===== src/hdcpu_pkg.sv =====
package hdcpu_pkg;

    // Console switch settings
    typedef enum logic [2:0] {
        MODE_RUN    = 3'b000,
        MODE_WR_MEM = 3'b001,
        MODE_RD_MEM = 3'b010,
        MODE_RD_REG = 3'b011,
        MODE_WR_REG = 3'b100
    } mode_e;

    // Instruction opcodes, IR[7:4]
    typedef enum logic [3:0] {
        OP_NOP = 4'b0000,
        OP_ADD = 4'b0001,
        OP_SUB = 4'b0010,
        OP_AND = 4'b0011,
        OP_INC = 4'b0100,
        OP_LD  = 4'b0101,
        OP_ST  = 4'b0110,
        OP_JC  = 4'b0111,
        OP_JZ  = 4'b1000,
        OP_JMP = 4'b1001,
        OP_OUT = 4'b1010,
        OP_OR  = 4'b1100,
        OP_XOR = 4'b1101,
        OP_STP = 4'b1110
    } opcode_e;

    // 74181 style function select where M picks logic or arithmetic
    localparam logic [3:0] ALU_ADD    = 4'b1001;
    localparam logic [3:0] ALU_SUB    = 4'b0110;
    localparam logic [3:0] ALU_AND    = 4'b1011;
    localparam logic [3:0] ALU_INC    = 4'b0000;
    localparam logic [3:0] ALU_PASS_B = 4'b1010;
    localparam logic [3:0] ALU_ONES   = 4'b1111;
    localparam logic [3:0] ALU_OR     = 4'b1110;
    localparam logic [3:0] ALU_XOR    = 4'b0110;

    // Register file select for the read-register console pass
    localparam logic [3:0] SEL_RD_FIRST  = 4'b0001; // R0 / R1
    localparam logic [3:0] SEL_RD_SECOND = 4'b1011; // R2 / R3

    typedef struct packed {
        logic       ldc;
        logic       ldz;
        logic       cin;
        logic [3:0] s;
        logic [3:0] sel;
        logic       m;
        logic       abus;
        logic       drw;
        logic       pcinc;
        logic       lpc;
        logic       lar;
        logic       pcadd;
        logic       arinc;
        logic       selctl;
        logic       memw;
        logic       stop;
        logic       lir;
        logic       sbus;
        logic       mbus;
        logic       short_cyc;
        logic       long_cyc;
    } ctrl_word_t;

    // Beat levels from the timing generator
    typedef struct packed {
        logic w1;
        logic w2;
        logic w3;
    } beat_t;

    typedef struct packed {
        opcode_e op;
        logic    jump_taken; // JC with C, JZ with Z
        logic    run;
    } instr_class_t;

    localparam ctrl_word_t CTRL_IDLE = '0;

endpackage


===== src/console_ctrl.sv =====
module console_ctrl (
    input  hdcpu_pkg::mode_e      mode,
    input  hdcpu_pkg::beat_t      w,
    input  logic                  st0,
    output hdcpu_pkg::ctrl_word_t con_word,
    output logic                  st0_set
);
    import hdcpu_pkg::*;

    logic w12;

    assign w12 = w.w1 | w.w2;

    always_comb begin
        con_word = CTRL_IDLE;
        st0_set  = 1'b0;
        case (mode)
            MODE_WR_MEM: begin
                // First pass loads AR from switches, later passes write and step
                con_word.sbus      = w.w1;
                con_word.stop      = w.w1;
                con_word.short_cyc = w.w1;
                con_word.selctl    = w.w1;
                con_word.lar       = w.w1 & ~st0;
                con_word.memw      = w.w1 & st0;
                con_word.arinc     = w.w1 & st0;
                st0_set            = w.w1;
            end
            MODE_RD_MEM: begin
                con_word.stop      = w.w1;
                con_word.short_cyc = w.w1;
                con_word.selctl    = w.w1;
                con_word.sbus      = w.w1 & ~st0;
                con_word.lar       = w.w1 & ~st0;
                con_word.mbus      = w.w1 & st0;  // Memory onto the bus
                con_word.arinc     = w.w1 & st0;
                st0_set            = w.w1 & ~st0;
            end
            MODE_RD_REG: begin
                con_word.selctl = w12;
                con_word.stop   = w12;
                if (w.w1) begin
                    con_word.sel = SEL_RD_FIRST;
                end else if (w.w2) begin
                    con_word.sel = SEL_RD_SECOND;
                end
            end
            MODE_WR_REG: begin
                con_word.sbus   = w12;
                con_word.selctl = w12;
                con_word.drw    = w12;
                con_word.stop   = w12;
                // Pass 0 writes R0/R1, pass 1 writes R2/R3
                con_word.sel[3] = st0;
                con_word.sel[2] = w.w2;
                con_word.sel[1] = (~st0 & w.w1) | (st0 & w.w2);
                con_word.sel[0] = w.w1;
                st0_set         = ~st0 & w.w2;
            end
            default: begin
                con_word = CTRL_IDLE; // Run and unused codes
            end
        endcase
    end

endmodule


===== src/ctrl_sequencer.sv =====
module ctrl_sequencer (
    input  logic                  t3,
    input  logic                  rst_n,
    input  hdcpu_pkg::mode_e      mode,
    input  hdcpu_pkg::beat_t      w,
    input  hdcpu_pkg::ctrl_word_t con_word,
    input  hdcpu_pkg::ctrl_word_t run_word,
    input  logic                  st0_set,
    output logic                  st0,
    output hdcpu_pkg::ctrl_word_t ctrl
);
    import hdcpu_pkg::*;

    ctrl_word_t next_word;

    // Console phase bit where set wins over clear
    always_ff @(posedge t3) begin
        if (!rst_n) begin
            st0 <= 1'b0;
        end else if (st0_set) begin
            st0 <= 1'b1;
        end else if ((mode == MODE_WR_REG) && st0 && w.w2) begin
            st0 <= 1'b0;
        end
    end

    always_comb begin
        case (mode)
            MODE_RUN:    next_word = run_word;
            MODE_WR_MEM,
            MODE_RD_MEM,
            MODE_RD_REG,
            MODE_WR_REG: next_word = con_word;
            default:     next_word = CTRL_IDLE; // Undefined switch codes
        endcase
    end

    always_ff @(posedge t3) begin
        if (!rst_n) begin
            ctrl <= CTRL_IDLE;
        end else begin
            ctrl <= next_word;
        end
    end

endmodule


===== src/cycle_decode.sv =====
module cycle_decode (
    input  logic                    [2:0] sw,
    input  logic                    [3:0] ir,
    input  logic                          c,
    input  logic                          z,
    output hdcpu_pkg::mode_e              mode,
    output hdcpu_pkg::instr_class_t       cls
);
    import hdcpu_pkg::*;

    opcode_e op;

    // Codes 1011 and 1111 fall to NOP
    always_comb begin
        case (ir)
            4'b0001: op = OP_ADD;
            4'b0010: op = OP_SUB;
            4'b0011: op = OP_AND;
            4'b0100: op = OP_INC;
            4'b0101: op = OP_LD;
            4'b0110: op = OP_ST;
            4'b0111: op = OP_JC;
            4'b1000: op = OP_JZ;
            4'b1001: op = OP_JMP;
            4'b1010: op = OP_OUT;
            4'b1100: op = OP_OR;
            4'b1101: op = OP_XOR;
            4'b1110: op = OP_STP;
            default: op = OP_NOP;
        endcase
    end

    // Codes outside the five modes stay as they are and decode as idle later
    assign mode = mode_e'(sw);

    always_comb begin
        cls.op         = op;
        cls.jump_taken = ((op == OP_JC) && c) || ((op == OP_JZ) && z);
        cls.run        = (mode == MODE_RUN);
    end

endmodule


===== src/hdcpu_ctrl.sv =====
module hdcpu_ctrl (
    input  logic                  t3,
    input  logic                  rst_n,
    input  logic            [2:0] sw,
    input  logic            [3:0] ir,
    input  hdcpu_pkg::beat_t      w,
    input  logic                  c,
    input  logic                  z,
    output hdcpu_pkg::ctrl_word_t ctrl
);
    import hdcpu_pkg::*;

    mode_e        mode;
    instr_class_t cls;
    ctrl_word_t   con_word;
    ctrl_word_t   run_word;
    logic         st0_set;
    logic         st0;

    cycle_decode cycle_decode_i (
        .sw   (sw),
        .ir   (ir),
        .c    (c),
        .z    (z),
        .mode (mode),
        .cls  (cls)
    );

    console_ctrl console_ctrl_i (
        .mode     (mode),
        .w        (w),
        .st0      (st0),
        .con_word (con_word),
        .st0_set  (st0_set)
    );

    instr_ctrl instr_ctrl_i (
        .cls      (cls),
        .w        (w),
        .run_word (run_word)
    );

    ctrl_sequencer ctrl_sequencer_i (
        .t3       (t3),
        .rst_n    (rst_n),
        .mode     (mode),
        .w        (w),
        .con_word (con_word),
        .run_word (run_word),
        .st0_set  (st0_set),
        .st0      (st0),
        .ctrl     (ctrl)
    );

endmodule


===== src/instr_ctrl.sv =====
module instr_ctrl (
    input  hdcpu_pkg::instr_class_t cls,
    input  hdcpu_pkg::beat_t        w,
    output hdcpu_pkg::ctrl_word_t   run_word
);
    import hdcpu_pkg::*;

    logic alu_op;

    // ALU function for the register to register group
    function automatic logic [3:0] alu_sel(input opcode_e op);
        logic [3:0] code;
        case (op)
            OP_ADD:  code = ALU_ADD;
            OP_SUB:  code = ALU_SUB;
            OP_AND:  code = ALU_AND;
            OP_INC:  code = ALU_INC;
            OP_OR:   code = ALU_OR;
            OP_XOR:  code = ALU_XOR;
            default: code = 4'b0000;
        endcase
        return code;
    endfunction

    assign alu_op = (cls.op == OP_ADD) || (cls.op == OP_SUB) || (cls.op == OP_AND) ||
                    (cls.op == OP_INC) || (cls.op == OP_OR)  || (cls.op == OP_XOR);

    always_comb begin
        run_word = CTRL_IDLE;
        if (cls.run) begin
            // Fetch
            run_word.lir   = w.w1;
            run_word.pcinc = w.w1;

            if (alu_op) begin
                run_word.abus = w.w2;
                run_word.drw  = w.w2;
                run_word.ldz  = w.w2;
                run_word.ldc  = w.w2 & ((cls.op == OP_ADD) || (cls.op == OP_SUB) ||
                                        (cls.op == OP_INC));
                run_word.cin  = w.w2 & (cls.op == OP_ADD);
                run_word.m    = w.w2 & ((cls.op == OP_AND) || (cls.op == OP_OR) ||
                                        (cls.op == OP_XOR));
                if (w.w2) begin
                    run_word.s = alu_sel(cls.op);
                end
            end

            case (cls.op)
                OP_LD: begin
                    run_word.m        = w.w2;
                    run_word.abus     = w.w2;
                    run_word.lar      = w.w2;
                    run_word.long_cyc = w.w2;
                    run_word.drw      = w.w3;
                    run_word.mbus     = w.w3;
                    if (w.w2) begin
                        run_word.s = ALU_PASS_B;
                    end
                end
                OP_ST: begin
                    // Address out at w2, data out at w3
                    run_word.m        = w.w2 | w.w3;
                    run_word.abus     = w.w2 | w.w3;
                    run_word.lar      = w.w2;
                    run_word.long_cyc = w.w2;
                    run_word.memw     = w.w3;
                    if (w.w2) begin
                        run_word.s = ALU_ONES;
                    end else if (w.w3) begin
                        run_word.s = ALU_PASS_B;
                    end
                end
                OP_JC, OP_JZ: begin
                    run_word.pcadd = w.w2 & cls.jump_taken;
                end
                OP_JMP: begin
                    run_word.m    = w.w2;
                    run_word.abus = w.w2;
                    run_word.lpc  = w.w2;
                    if (w.w2) begin
                        run_word.s = ALU_ONES;
                    end
                end
                OP_OUT: begin
                    run_word.m    = w.w2;
                    run_word.abus = w.w2;
                    if (w.w2) begin
                        run_word.s = ALU_PASS_B;
                    end
                end
                OP_STP: begin
                    run_word.stop = w.w2;
                end
                default: begin
                    run_word.pcadd = 1'b0; // ALU group and NOP handled above
                end
            endcase
        end
    end

endmodule


===== config.mk =====
export PLATFORM = sky130hd
export DESIGN_NAME = hdcpu_ctrl
export DESIGN_NICKNAME = d
export VERILOG_FILES = /design/src/hdcpu_pkg.sv /design/src/console_ctrl.sv /design/src/ctrl_sequencer.sv /design/src/cycle_decode.sv /design/src/hdcpu_ctrl.sv /design/src/instr_ctrl.sv
export SDC_FILE = /design/constraint.sdc
export NUM_CORES = 1
export LEC_CHECK = 0
export BUFFER_PORTS_ARGS = -buffer_cell sky130_fd_sc_hd__buf_2
export CAP_MARGIN = 20
export CORE_MARGIN = 10
export CORE_UTILIZATION = 50
export CTS_CLUSTER_SIZE = 20
export DETAILED_ROUTE_END_ITERATION = 8
export PLACE_DENSITY = 0.71
export SYNTH_ARGS = -nofsm -noshare
export SYNTH_HDL_FRONTEND = slang
export SYNTH_HIERARCHICAL = 1
export SYNTH_SLANG_ARGS = --single-unit

===== constraint.sdc =====
create_clock -name t3 -period 1.8 [get_ports t3]
set_input_delay 0.18 -clock t3 [delete_from_list [all_inputs] [get_ports t3]]
set_output_delay 0.18 -clock t3 [all_outputs]
set_load 0.005 [all_outputs]

Word-level counts from Yosys, hierarchy flattened --
Memory sizes are Yosys's and may differ from the RTL's. Cells that the tools add are included.
Word-level totals: word-level logic and storage cells 107, memories 1, memory bits (read-only) 64, output and inout port bits 27, input port bits 14, flip-flop bits (word level) 28
Operators by class: reduce and logical (&&, ||, !) cells 23, equality and inequality tests 17, bitwise operators 12, mux-type cells 32
Memories:
- (name not given) | depth 16, width 4, rd ports 1, clocked after Yosys merged registers in 0, write ports 0, RTL line cycle_decode.sv:15 | case (ir)
Operators with widths (count):
- case mux 27 bit (2 select lines) | 1
- two-way mux 4 bit | 7
- == test 4 bit (second input constant) | 6
- == test 4 x 3 -> 1 bit (second input constant) | 4
- case mux 4 bit (4 select lines) | 1
- two-way mux 1 bit | 15
- case mux 4 bit (3 select lines) | 1
- OR reduction 2 bit | 6
- logical OR 1 bit | 9
- bitwise AND 1 bit | 8
- == test 4 x 2 -> 1 bit (second input constant) | 2
- case mux 4 bit (2 select lines) | 1
- two-way mux 7 bit | 1
- == test 3 x 2 -> 1 bit (second input constant) | 2
- case mux 1 bit (3 select lines) | 2
- == test 4 x 1 -> 1 bit (second input constant) | 1
- logical AND 1 bit | 4
- case mux 2 bit (2 select lines) | 1
- OR reduction 4 bit | 1
- == test 3 x 1 -> 1 bit (second input constant) | 1
- == test 3 bit (second input constant) | 1
- zero test 3 bit | 1
- two-way mux 3 bit | 1
- bitwise OR 1 bit | 3
- other kinds (4) | 4

Depth between registers and ports, before layout --
Gate-level depths: netlist of run 1. An unclocked memory read counts as a cell.
depth in word-level cells 12, gate-level depth with buffers 9, mapped depth without buffers 8

Modules after synthesis --
Netlist of run 1, hierarchy kept.
By module, submodules not included:
- ctrl_sequencer | cells each 161, instances 1, area an instance 1476.4 sq um
- instr_ctrl | cells each 73, instances 1, area an instance 437.9 sq um
- console_ctrl | cells each 50, instances 1, area an instance 339.1 sq um
- cycle_decode | cells each 13, instances 1, area an instance 90.1 sq um

Worst setup path after synthesis of run 1 --
No wires, ideal clock.
kind input-to-reg, from input ir[0], to register, netlist name ctrl_sequencer_i/ctrl[21], library setup time 0.074 ns, path slack 0.136 ns, cell stages on the path 8, required time 1.726 ns, path buffers 1, arrival 1.589 ns, path through a21boi_0 -> buf_4 -> o22ai_1 -> a222oi_1 -> o21ai_1 -> nor2_1 -> nand3b_1 -> a31oi_1
RTL lines:
- start, declared | RTL line hdcpu_ctrl.sv:5 | input logic [3:0] ir,

==> results.yml, run 1 <==
timing:
  final_max_slew_viol_count: 0
  grt_setup_unrepaired: "false"
  hold_viol_final: 0
  skew_ns: 0.00469
  fin_crit_ns: 1.51
  setup_viol: 0
  worst_slack_ns: 0.285
  relSlewSlack_pct: 59.8
  hold_slack_ns: 0.128
  max_clock_freq_ghz: 0.660
  fin_crit_sh_pct: 84.1
  tightestPinTransition_ns: 0.598
drt:
  drc: 0
  vias: 2168
  finalWirelength_um: 5600
  vias_per_cell: 5.68
  detail_route.first_pass.iterations: 5
  wl_per_cell_um: 14.7
  drt_iter0_markers: 122
  antenna_left: 0
placed_design:
  port_buffers: 40
  dp_hpwl_um: 4260
  gp_congestion: 0.936
  place_worst_setup_slack_ns: -0.0517
flow_run:
  cap_violations: 0
yosys:
  synth-edff-count: 0
  synth_cell_types: 52
  yosys.area.top_type: "dfxtp_1"
  synth_ff_type: "dfxtp_1"
  async_reset_ff_share_pct: 0
  syn_avg_cell_area_um2: 7.89
  synth.most_common_cell: "nand3b_1"
  yosysSeqAreaShare_pct: 23.9
  synthTopCellsByCount: "nand3b_1, buf_4, nand3_1"
  synth_top_area_share_pct: 23.9
  synth_area_leaders: "dfxtp_1, nand3b_1, buf_4"
  synth-seq-cells: 28
  ys.warnings.count: 6
  synth_area_um2: 2340
  synthCells: 297
clocking:
  clk_pin_slew_ns: 0.10
  post-cts-setup-buffer-count: 0
  clock_latency_ns: 0.27
  cts_buffer_depth: 2
  cts_buffers: 3
  cts_root_buf: "clkbuf_8"
  cts_resized: 0
  cts_sinks: 28
  htreeDepth: 1
  cts_tree: "yes"
  ctsHoldBuffers: 0
power:
  irDropWorstVdd_uv: 363
  p_leak_uw: 0.000972
  power_density_nw_per_um2: 608
setup_path:
  worst-path-max-fanout: 14
  crit_path_max_incr_delay_ns: 0.46
  cp-start-kind: "primary input"
  cpMaxStageDelayCell: "a2111oi_0"
  crit_type: "primary input to register"
  critical_path_buf_inv_count: 3
  worstPathRequired_ns: 2.01
  cp_data_arrival_time_ns: 1.72
  crit_top_cell: "buf_4"
  r2r_slack_ns: 0.44
  cp_top_family: "compound AO/OA/AOI/OAI gates"
  crit_chain: "buf_2, a21boi_0, buf_4, xnor2_1, buf_4, a2111oi_0, nand3b_1, a31oi_1"
  end_kind: "register"
floorplanning:
  core_area_um2: 4440
  fp.dieW_um: 88.5
  die_h_um: 88.5
  rows: 24
  io_pins: 41
  start_util_pct: 52.7
  dieArea_um2: 7830
global_routing:
  grt_pass1_wl_um: 9270
  grt_use_total_pct: 14.4
  first_global_vias: 1951
  overflow: 0
  grt_start_max_net_pins: 45
  antenna_found_initial: 0
status:
  status: "finished, final reports clean"
final_layout:
  final_core_util_pct: 56.7
  syn_to_final_growth_pct: 7.53
  insertedDiodeCount: 0
  drive_above_1_share_pct: 23.3
  nets: 345
min_path:
  hold_class: "primary input to register"
-- through the flow --
| stage | total power, uW | cell area [um2] | instances | setup TNS [ns] |
|---|---|---|---|---|
| global route | 1620 | 2520 | 382 | 0 |
| floorplan | 980 | 2420 | 317 | 0 |
| finish | 1530 | 2520 | 382 | 0 |
| CTS | 1540 | 2520 | 382 | 0 |
| detailed placement | 1040 | 2450 | 378 | -0.0517 |
| global placement | 1040 | 2450 | 378 | 0 |
-- path summary, 6_finish.rpt --
kind	start	end	cells past startpoint
worst max register to register	ctrl_sequencer_i/st0	ctrl_sequencer_i/ctrl[2]	4
worst min register to register	ctrl_sequencer_i/st0	ctrl_sequencer_i/st0	3
worst max-delay path	ir[1]	ctrl_sequencer_i/ctrl[26]	8
worst min-delay path	rst_n	ctrl_sequencer_i/st0	2
-- report_power, final --
part	internal, uW	total (uW)	switching (uW)
logic	161	376	216
registers	645	654	9.61
clock network	298	502	205
total	1100	1530	430
-- sequential cells by signal (all words and copies together), names as in the netlist --
name / count
ctrl_sequencer_i/st0: 1
ctrl_sequencer_i/ctrl: 27
-- layer usage --
layer	share of wire, %	vias up	track usage [%]	wire length, um
met4	0.66	0	3.82	37
met2	49	79	25.1	2760
met5	0	-	0	0
met3	6.0	2	1.93	336
li1	-	1095	-	-
met1	44	992	18.0	2470
-- cell type report --
| type | instances | area, um2 |
|---|---|---|
| Fill cell | 436 | 1920 |
| Tap cell | 52 | 65.1 |
| Clock buffer | 3 | 41.3 |
| Timing Repair Buffer | 63 | 385 |
| Sequential cell | 28 | 561 |
| Inverter | 11 | 41.3 |
| Clock inverter | 1 | 30.0 |
| Multi-Input combinational cell | 224 | 1400 |
-- cell families after synthesis --
| kind of cell | count (synthesis) | synth area share (%) |
|---|---|---|
| DFF | 28 | 23.9 |
| adders and majority gates | 1 | 0.480 |
| muxes | 1 | 0.427 |
| other | 2 | 0.320 |
| xor gates and xnor gates | 5 | 1.87 |
| AOI/OAI and AO/OA | 63 | 18.3 |
| and+or+nand+nor | 132 | 35.0 |
| buffers and inverters | 65 | 19.7 |
-- cells in the final DEF (no fill, tap or decap), drive strengths merged, types with 6 or more instances in the layout --
master,n
a31oi,29
nand2,9
nor2,16
nand3b,54
conb,22
nand3,31
buf,63
inv,10
dfxtp,28
o22ai,6
-- worst reg2reg max path, stage by stage, from the launching register on --
cell,delay (ns)
dfxtp_1,0.50
nand3_1,0.18
nor3b_1,0.31
nand3b_1,0.12
a31oi_1,0.19
Note: power is estimated with default switching activity, not from simulation.
==> inputs of run 2 (changes only) <==
==> constraint.sdc (replaced) <==
create_clock -name t3 -period 1.5 [get_ports t3]
set_input_delay 0.15 -clock t3 [delete_from_list [all_inputs] [get_ports t3]]
set_output_delay 0.15 -clock t3 [all_outputs]
set_load 0.005 [all_outputs]
==> run 2 against run 1 <==
  * Cell area grew 11%
  * Register-to-register slack worse by 0.22 ns
  * Utilization grew 6.0 points
==> results.yml, run 2 (same netlist as run 1, synthesis figures left out) <==
setup_path:
  cpMaxStageDelayCell: "a222oi_1"
  crit_top_cell: "buf_6"
  rr_worst_depth: 4
  end_kind: "register"
  cp-start-kind: "primary input"
  crit_path_max_incr_delay_ns: 0.33
  crit_chain: "buf_8, buf_6, a21boi_4, buf_6, o22ai_2, a222oi_1, o21ai_1, nor2_1, nand3b_1, a31oi_1"
  r2r_slack_ns: 0.22
  crit_type: "primary input to register"
  worst-path-max-fanout: 5
  worstPathRequired_ns: 1.68
  r2r_end: "ctrl_sequencer_i/ctrl[2]"
  cp_data_arrival_time_ns: 1.68
  r2r_start: "ctrl_sequencer_i/st0"
floorplanning:
  core_area_um2: 4440
  dieArea_um2: 7830
  rows: 24
  die_h_um: 88.5
  io_pins: 41
  start_util_pct: 52.7
  fp.dieW_um: 88.5
drt:
  vias_per_cell: 5.62
  antenna_left: 0
  wl_per_cell_um: 14.5
  drc: 0
  finalWirelength_um: 5870
  vias: 2276
  detail_route.first_pass.iterations: 4
  drt_iter0_markers: 250
flow_run:
  cap_violations: 0
timing:
  setup_viol: 0
  tightestPinTransition_ns: 0.713
  hold_viol_final: 0
  fin_crit_sh_pct: 99.4
  skew_ns: 0.00136
  setup_tns_ns: 0
  grt_setup_unrepaired: "true"
  final_max_slew_viol_count: 0
  max_clock_freq_ghz: 0.671
  fin_crit_ns: 1.49
  relSlewSlack_pct: 52.2
power:
  p_switching_uw: 533
  irDropWorstVdd_uv: 375
  seqPwrFrac_pct: 43.7
  p_sw_share_pct: 29.7
  pwr-share-comb_pct: 29.9
  clockPowerShare_pct: 26.4
  p_int_uw: 1260
  p_leak_uw: 0.00111
  total_power_uw: 1800
  power_density_nw_per_um2: 644
placed_design:
  placedInstanceArea_um2: 2600
  port_buffers: 40
  dp_hpwl_um: 4320
  gp_congestion: 0.879
final_layout:
  largest_reg_flops: 27
  top_register: "ctrl_sequencer_i/ctrl"
  n_fill_cell: 393
  final_cell_area_um2: 2790
  syn_to_final_growth_pct: 19.0
  layout_common_cells: "nand3b_1, buf_4, buf_2"
  layout_commonest_cell: "nand3b_1"
  multi_input_area_um2: 1460
  drive_above_1_share_pct: 30.9
  nets: 368
  insertedDiodeCount: 0
  reg.largest.list: "ctrl_sequencer_i/ctrl: 27 flops, ctrl_sequencer_i/st0: 1 flops"
  regArea_um2: 562
clocking:
  htreeDepth: 1
  cts_tree: "yes"
  clk_pin_slew_ns: 0.10
  ctsHoldBuffers: 0
  cts_sinks: 28
  clock_latency_ns: 0.27
  cts_buffer_depth: 2
  cts_buffers: 3
  cts_root_buf: "clkbuf_8"
status:
  status: "finished, final reports clean"
min_path:
  min_from: "rst_n"
  hold_class: "primary input to register"
  whs_endpoint: "ctrl_sequencer_i/st0"
  min_path_cells: 2
global_routing:
  overflow: 0
  use_met1_pct: 18.0
  first_global_vias: 2077
  grt_pass1_wl_um: 9450
  grtUsageMet3_pct: 2.57
  grt_start_max_net_pins: 34
  busiest_layer: "met2"
  use_met2_pct: 25.6
  grt_use_total_pct: 14.6
  antenna_found_initial: 0
## run 2: changes by cell type in the layout (fill, tap and decap cells not counted), moves of 2 or more
cell | previous run | this run
a21boi_0 | 2 | 0
buf_4 | 22 | 39
a21boi_4 | 0 | 3
buf_6 | 0 | 7
buf_2 | 40 | 37
## run 2: stage by stage
step	setup WS, ns	hold slack, ns	std cells	util [%]
after floorplan	0.00826	0.268	317	-
after global placement	-0.283	0.377	398	58.6
after detailed placement	-0.333	0.377	398	58.6
after CTS	0.00460	0.0833	402	60.1
after global routing	-0.0944	0.0961	405	62.7
final	0.00919	0.0881	405	62.7
## run 2: final cells by class
type	count	share of cell area, %
inverters	11	1.48
clock buffers	4	1.97
well taps	52	2.33
multi-input cells	224	52.4
repair buffers	86	21.6
flip-flops and latches	28	20.2
## run 2: worst max-delay path: cells and delay by family
family	cells	cell delay [ns]
and+or+nand+nor	2	0.24
AOI/OAI and AO/OA	5	0.91
buffers and inverters	3	0.37
## run 2: what timing repair did
item | in CTS | in global routing
pin swaps | 1 | 8
cloned | 0 | 2
resized for setup | 2 | 27
setup buffers | 0 | 1
endpoints found under the setup margin | 3 | 8
## run 2: power by group through the flow
| stage | clock [uW] | combinational (uW) | sequential, uW |
|---|---|---|---|
| final | 475 | 536 | 785 |
| after global routing | 506 | 589 | 789 |
| after detailed placement | 0 | 484 | 802 |
| after floorplan | 0 | 373 | 805 |
| after global placement | 0 | 480 | 801 |
| after CTS | 486 | 490 | 784 |
## run 2: worst max path at each step
stage                      from                        end  slack (ns)
after floorplan           ir[3]  ctrl_sequencer_i/ctrl[21]       0.008
after global placement    ir[3]  ctrl_sequencer_i/ctrl[21]       -0.28
after detailed placement  ir[3]  ctrl_sequencer_i/ctrl[23]       -0.33
after CTS                 ir[0]  ctrl_sequencer_i/ctrl[23]       0.005
after global routing      ir[0]  ctrl_sequencer_i/ctrl[21]       -0.09
final                     ir[0]  ctrl_sequencer_i/ctrl[23]       0.009
## run 2: metal layers
| metal | vias up | part of all wire, % |
|---|---|---|
| li1 | 1148 | - |
| met1 | 1055 | 44 |
| met2 | 64 | 49 |
| met3 | 9 | 5.6 |
| met4 | 0 | 1.3 |
| met5 | - | 0 |
==> inputs of run 3 (changes only) <==
--- a/config.mk
+++ b/config.mk
@@ -12,7 +12,9 @@
 export CTS_CLUSTER_SIZE = 20
 export DETAILED_ROUTE_END_ITERATION = 8
 export PLACE_DENSITY = 0.71
+export REMOVE_ABC_BUFFERS = 1
 export SYNTH_ARGS = -nofsm -noshare
 export SYNTH_HDL_FRONTEND = slang
 export SYNTH_HIERARCHICAL = 1
 export SYNTH_SLANG_ARGS = --single-unit
+export TNS_END_PERCENT = 100
==> constraint.sdc (replaced) <==
create_clock -name t3 -period 1.45 [get_ports t3]
set_input_delay 0.145 -clock t3 [delete_from_list [all_inputs] [get_ports t3]]
set_output_delay 0.145 -clock t3 [all_outputs]
set_load 0.005 [all_outputs]
==> run 3 against run 2 <==
  * Critical path depth shrank 1
  * Cell area shrank 0.81%
  * Combinational power grew 3%
  * Largest cell class unchanged
==> results.yml, run 3 (same netlist as run 1, synthesis figures left out) <==
min_path:
  hold_class: "primary input to register"
final_layout:
  nets: 365
  syn_to_final_growth_pct: 18.0
  drive_above_1_share_pct: 29.4
  final_core_util_pct: 62.2
  largest_reg_flops: 27
  final_cell_area_um2: 2770
  layout_common_cells: "nand3b_1, buf_4, buf_2"
  reg.largest.list: "ctrl_sequencer_i/ctrl: 27 flops, ctrl_sequencer_i/st0: 1 flops"
  insertedDiodeCount: 0
  layout_commonest_cell: "nand3b_1"
  top_register: "ctrl_sequencer_i/ctrl"
placed_design:
  port_buffers: 40
  placedInstanceArea_um2: 2600
  gp_congestion: 0.870
  dp_hpwl_um: 3980
floorplanning:
  rows: 24
  fp.dieW_um: 88.5
  io_pins: 41
  start_util_pct: 52.7
  core_area_um2: 4440
  dieArea_um2: 7830
  die_h_um: 88.5
power:
  p_switching_uw: 547
  power_density_nw_per_um2: 716
  p_int_uw: 1430
  clockPowerShare_pct: 31.4
  seqPwrFrac_pct: 40.8
  pwr-share-comb_pct: 27.8
  irDropWorstVdd_uv: 449
  p_sw_share_pct: 27.6
  p_leak_uw: 0.00110
setup_path:
  critical_path_buf_inv_count: 2
  cpMaxStageDelayCell: "maj3_2"
  crit_chain: "buf_12, a31oi_4, buf_6, maj3_2, a222oi_1, o21ai_1, nor2_1, nand3b_1, a31oi_1"
  worst-path-max-fanout: 6
  worstPathRequired_ns: 1.64
  crit_path_max_incr_delay_ns: 0.30
  cp_data_arrival_time_ns: 1.55
  crit_type: "primary input to register"
  cp-start-kind: "primary input"
  cp_top_family: "compound AO/OA/AOI/OAI gates"
  end_kind: "register"
timing:
  final_max_slew_viol_count: 0
  skew_ns: 0.00163
  tightestPinTransition_ns: 0.759
  max_clock_freq_ghz: 0.735
  setup_tns_ns: 0
  grt_setup_unrepaired: "true"
  hold_viol_final: 0
  fin_crit_ns: 1.36
  hold_slack_ns: 0.0843
  setup_viol: 0
  relSlewSlack_pct: 49.1
  fin_crit_sh_pct: 93.9
flow_run:
  cap_violations: 0
drt:
  detail_route.first_pass.iterations: 4
  vias: 2195
  antenna_left: 0
  drc: 0
  finalWirelength_um: 5420
  vias_per_cell: 5.46
  drt_iter0_markers: 114
  wl_per_cell_um: 13.5
clocking:
  cts_buffers: 3
  cts_tree: "yes"
  clock_latency_ns: 0.28
  cts_sinks: 28
  clk_pin_slew_ns: 0.10
  cts_root_buf: "clkbuf_8"
  cts_buffer_depth: 2
  htreeDepth: 1
global_routing:
  antenna_found_initial: 0
  overflow: 0
  grt_use_total_pct: 13.8
  first_global_vias: 2017
  grt_start_max_net_pins: 35
  grt_pass1_wl_um: 9090
status:
  status: "finished, final reports clean"
run 3: per-stage QoR:
step	worst slack (ns)	power, uW	cells
2_1_floorplan	-0.891	1090	263
3_3_place_gp	-0.241	1330	396
3_5_place_dp	-0.237	1340	396
4_1_cts	0.0540	1960	400
5_1_grt	-0.0485	2090	402
6_report	0.0887	1980	402
run 3: cell type report:
class / count / area, um2
Clock buffer: 3 / 41.3
Clock inverter: 1 / 30.0
Fill cell: 415 / 1680
Inverter: 11 / 43.8
Multi-Input combinational cell: 224 / 1440
Sequential cell: 28 / 561
Tap cell: 52 / 65.1
Timing Repair Buffer: 83 / 581
run 3: timing repair:
action / in CTS / in global routing
endpoints found under the hold margin: 0 / 0
setup buffers: 0 / 4
gates resized for setup: 0 / 26
setup endpoints to repair: 0 / 7
hold buffers: 0 / 0
run 3: power groups by stage:
stage,registers (uW),logic [uW],clock network [uW]
6_report,807,551,622
5_1_grt,811,609,670
4_1_cts,807,512,643
3_5_place_dp,825,511,0
3_3_place_gp,824,502,0
2_1_floorplan,833,252,0
run 3: worst paths after layout:
kind | end | from | cells after the start | slack [ns]
worst max-delay path | ctrl_sequencer_i/ctrl[21] | ir[1] | 9 | 0.09
worst min-delay path | ctrl_sequencer_i/st0 | rst_n | 2 | 0.08
worst max register to register | ctrl_sequencer_i/ctrl[3] | ctrl_sequencer_i/st0 | 5 | 0.23
worst min register to register | ctrl_sequencer_i/ctrl[8] | ctrl_sequencer_i/st0 | 4 | 0.76
run 3: worst register-to-register path, stage by stage, from the launching register on:
cell	delay (ns)
dfxtp_1	0.34
nand2b_1	0.16
o32a_1	0.19
o22ai_2	0.17
nand3b_1	0.10
a31oi_1	0.18
run 3: metal layers:
layer	track usage (%)	vias to the layer above	share of wire [%]
met4	4.70	0	1.2
met3	2.21	4	5.4
met5	0	-	0
met1	17.6	1008	46
li1	-	1135	-
met2	23.2	48	48
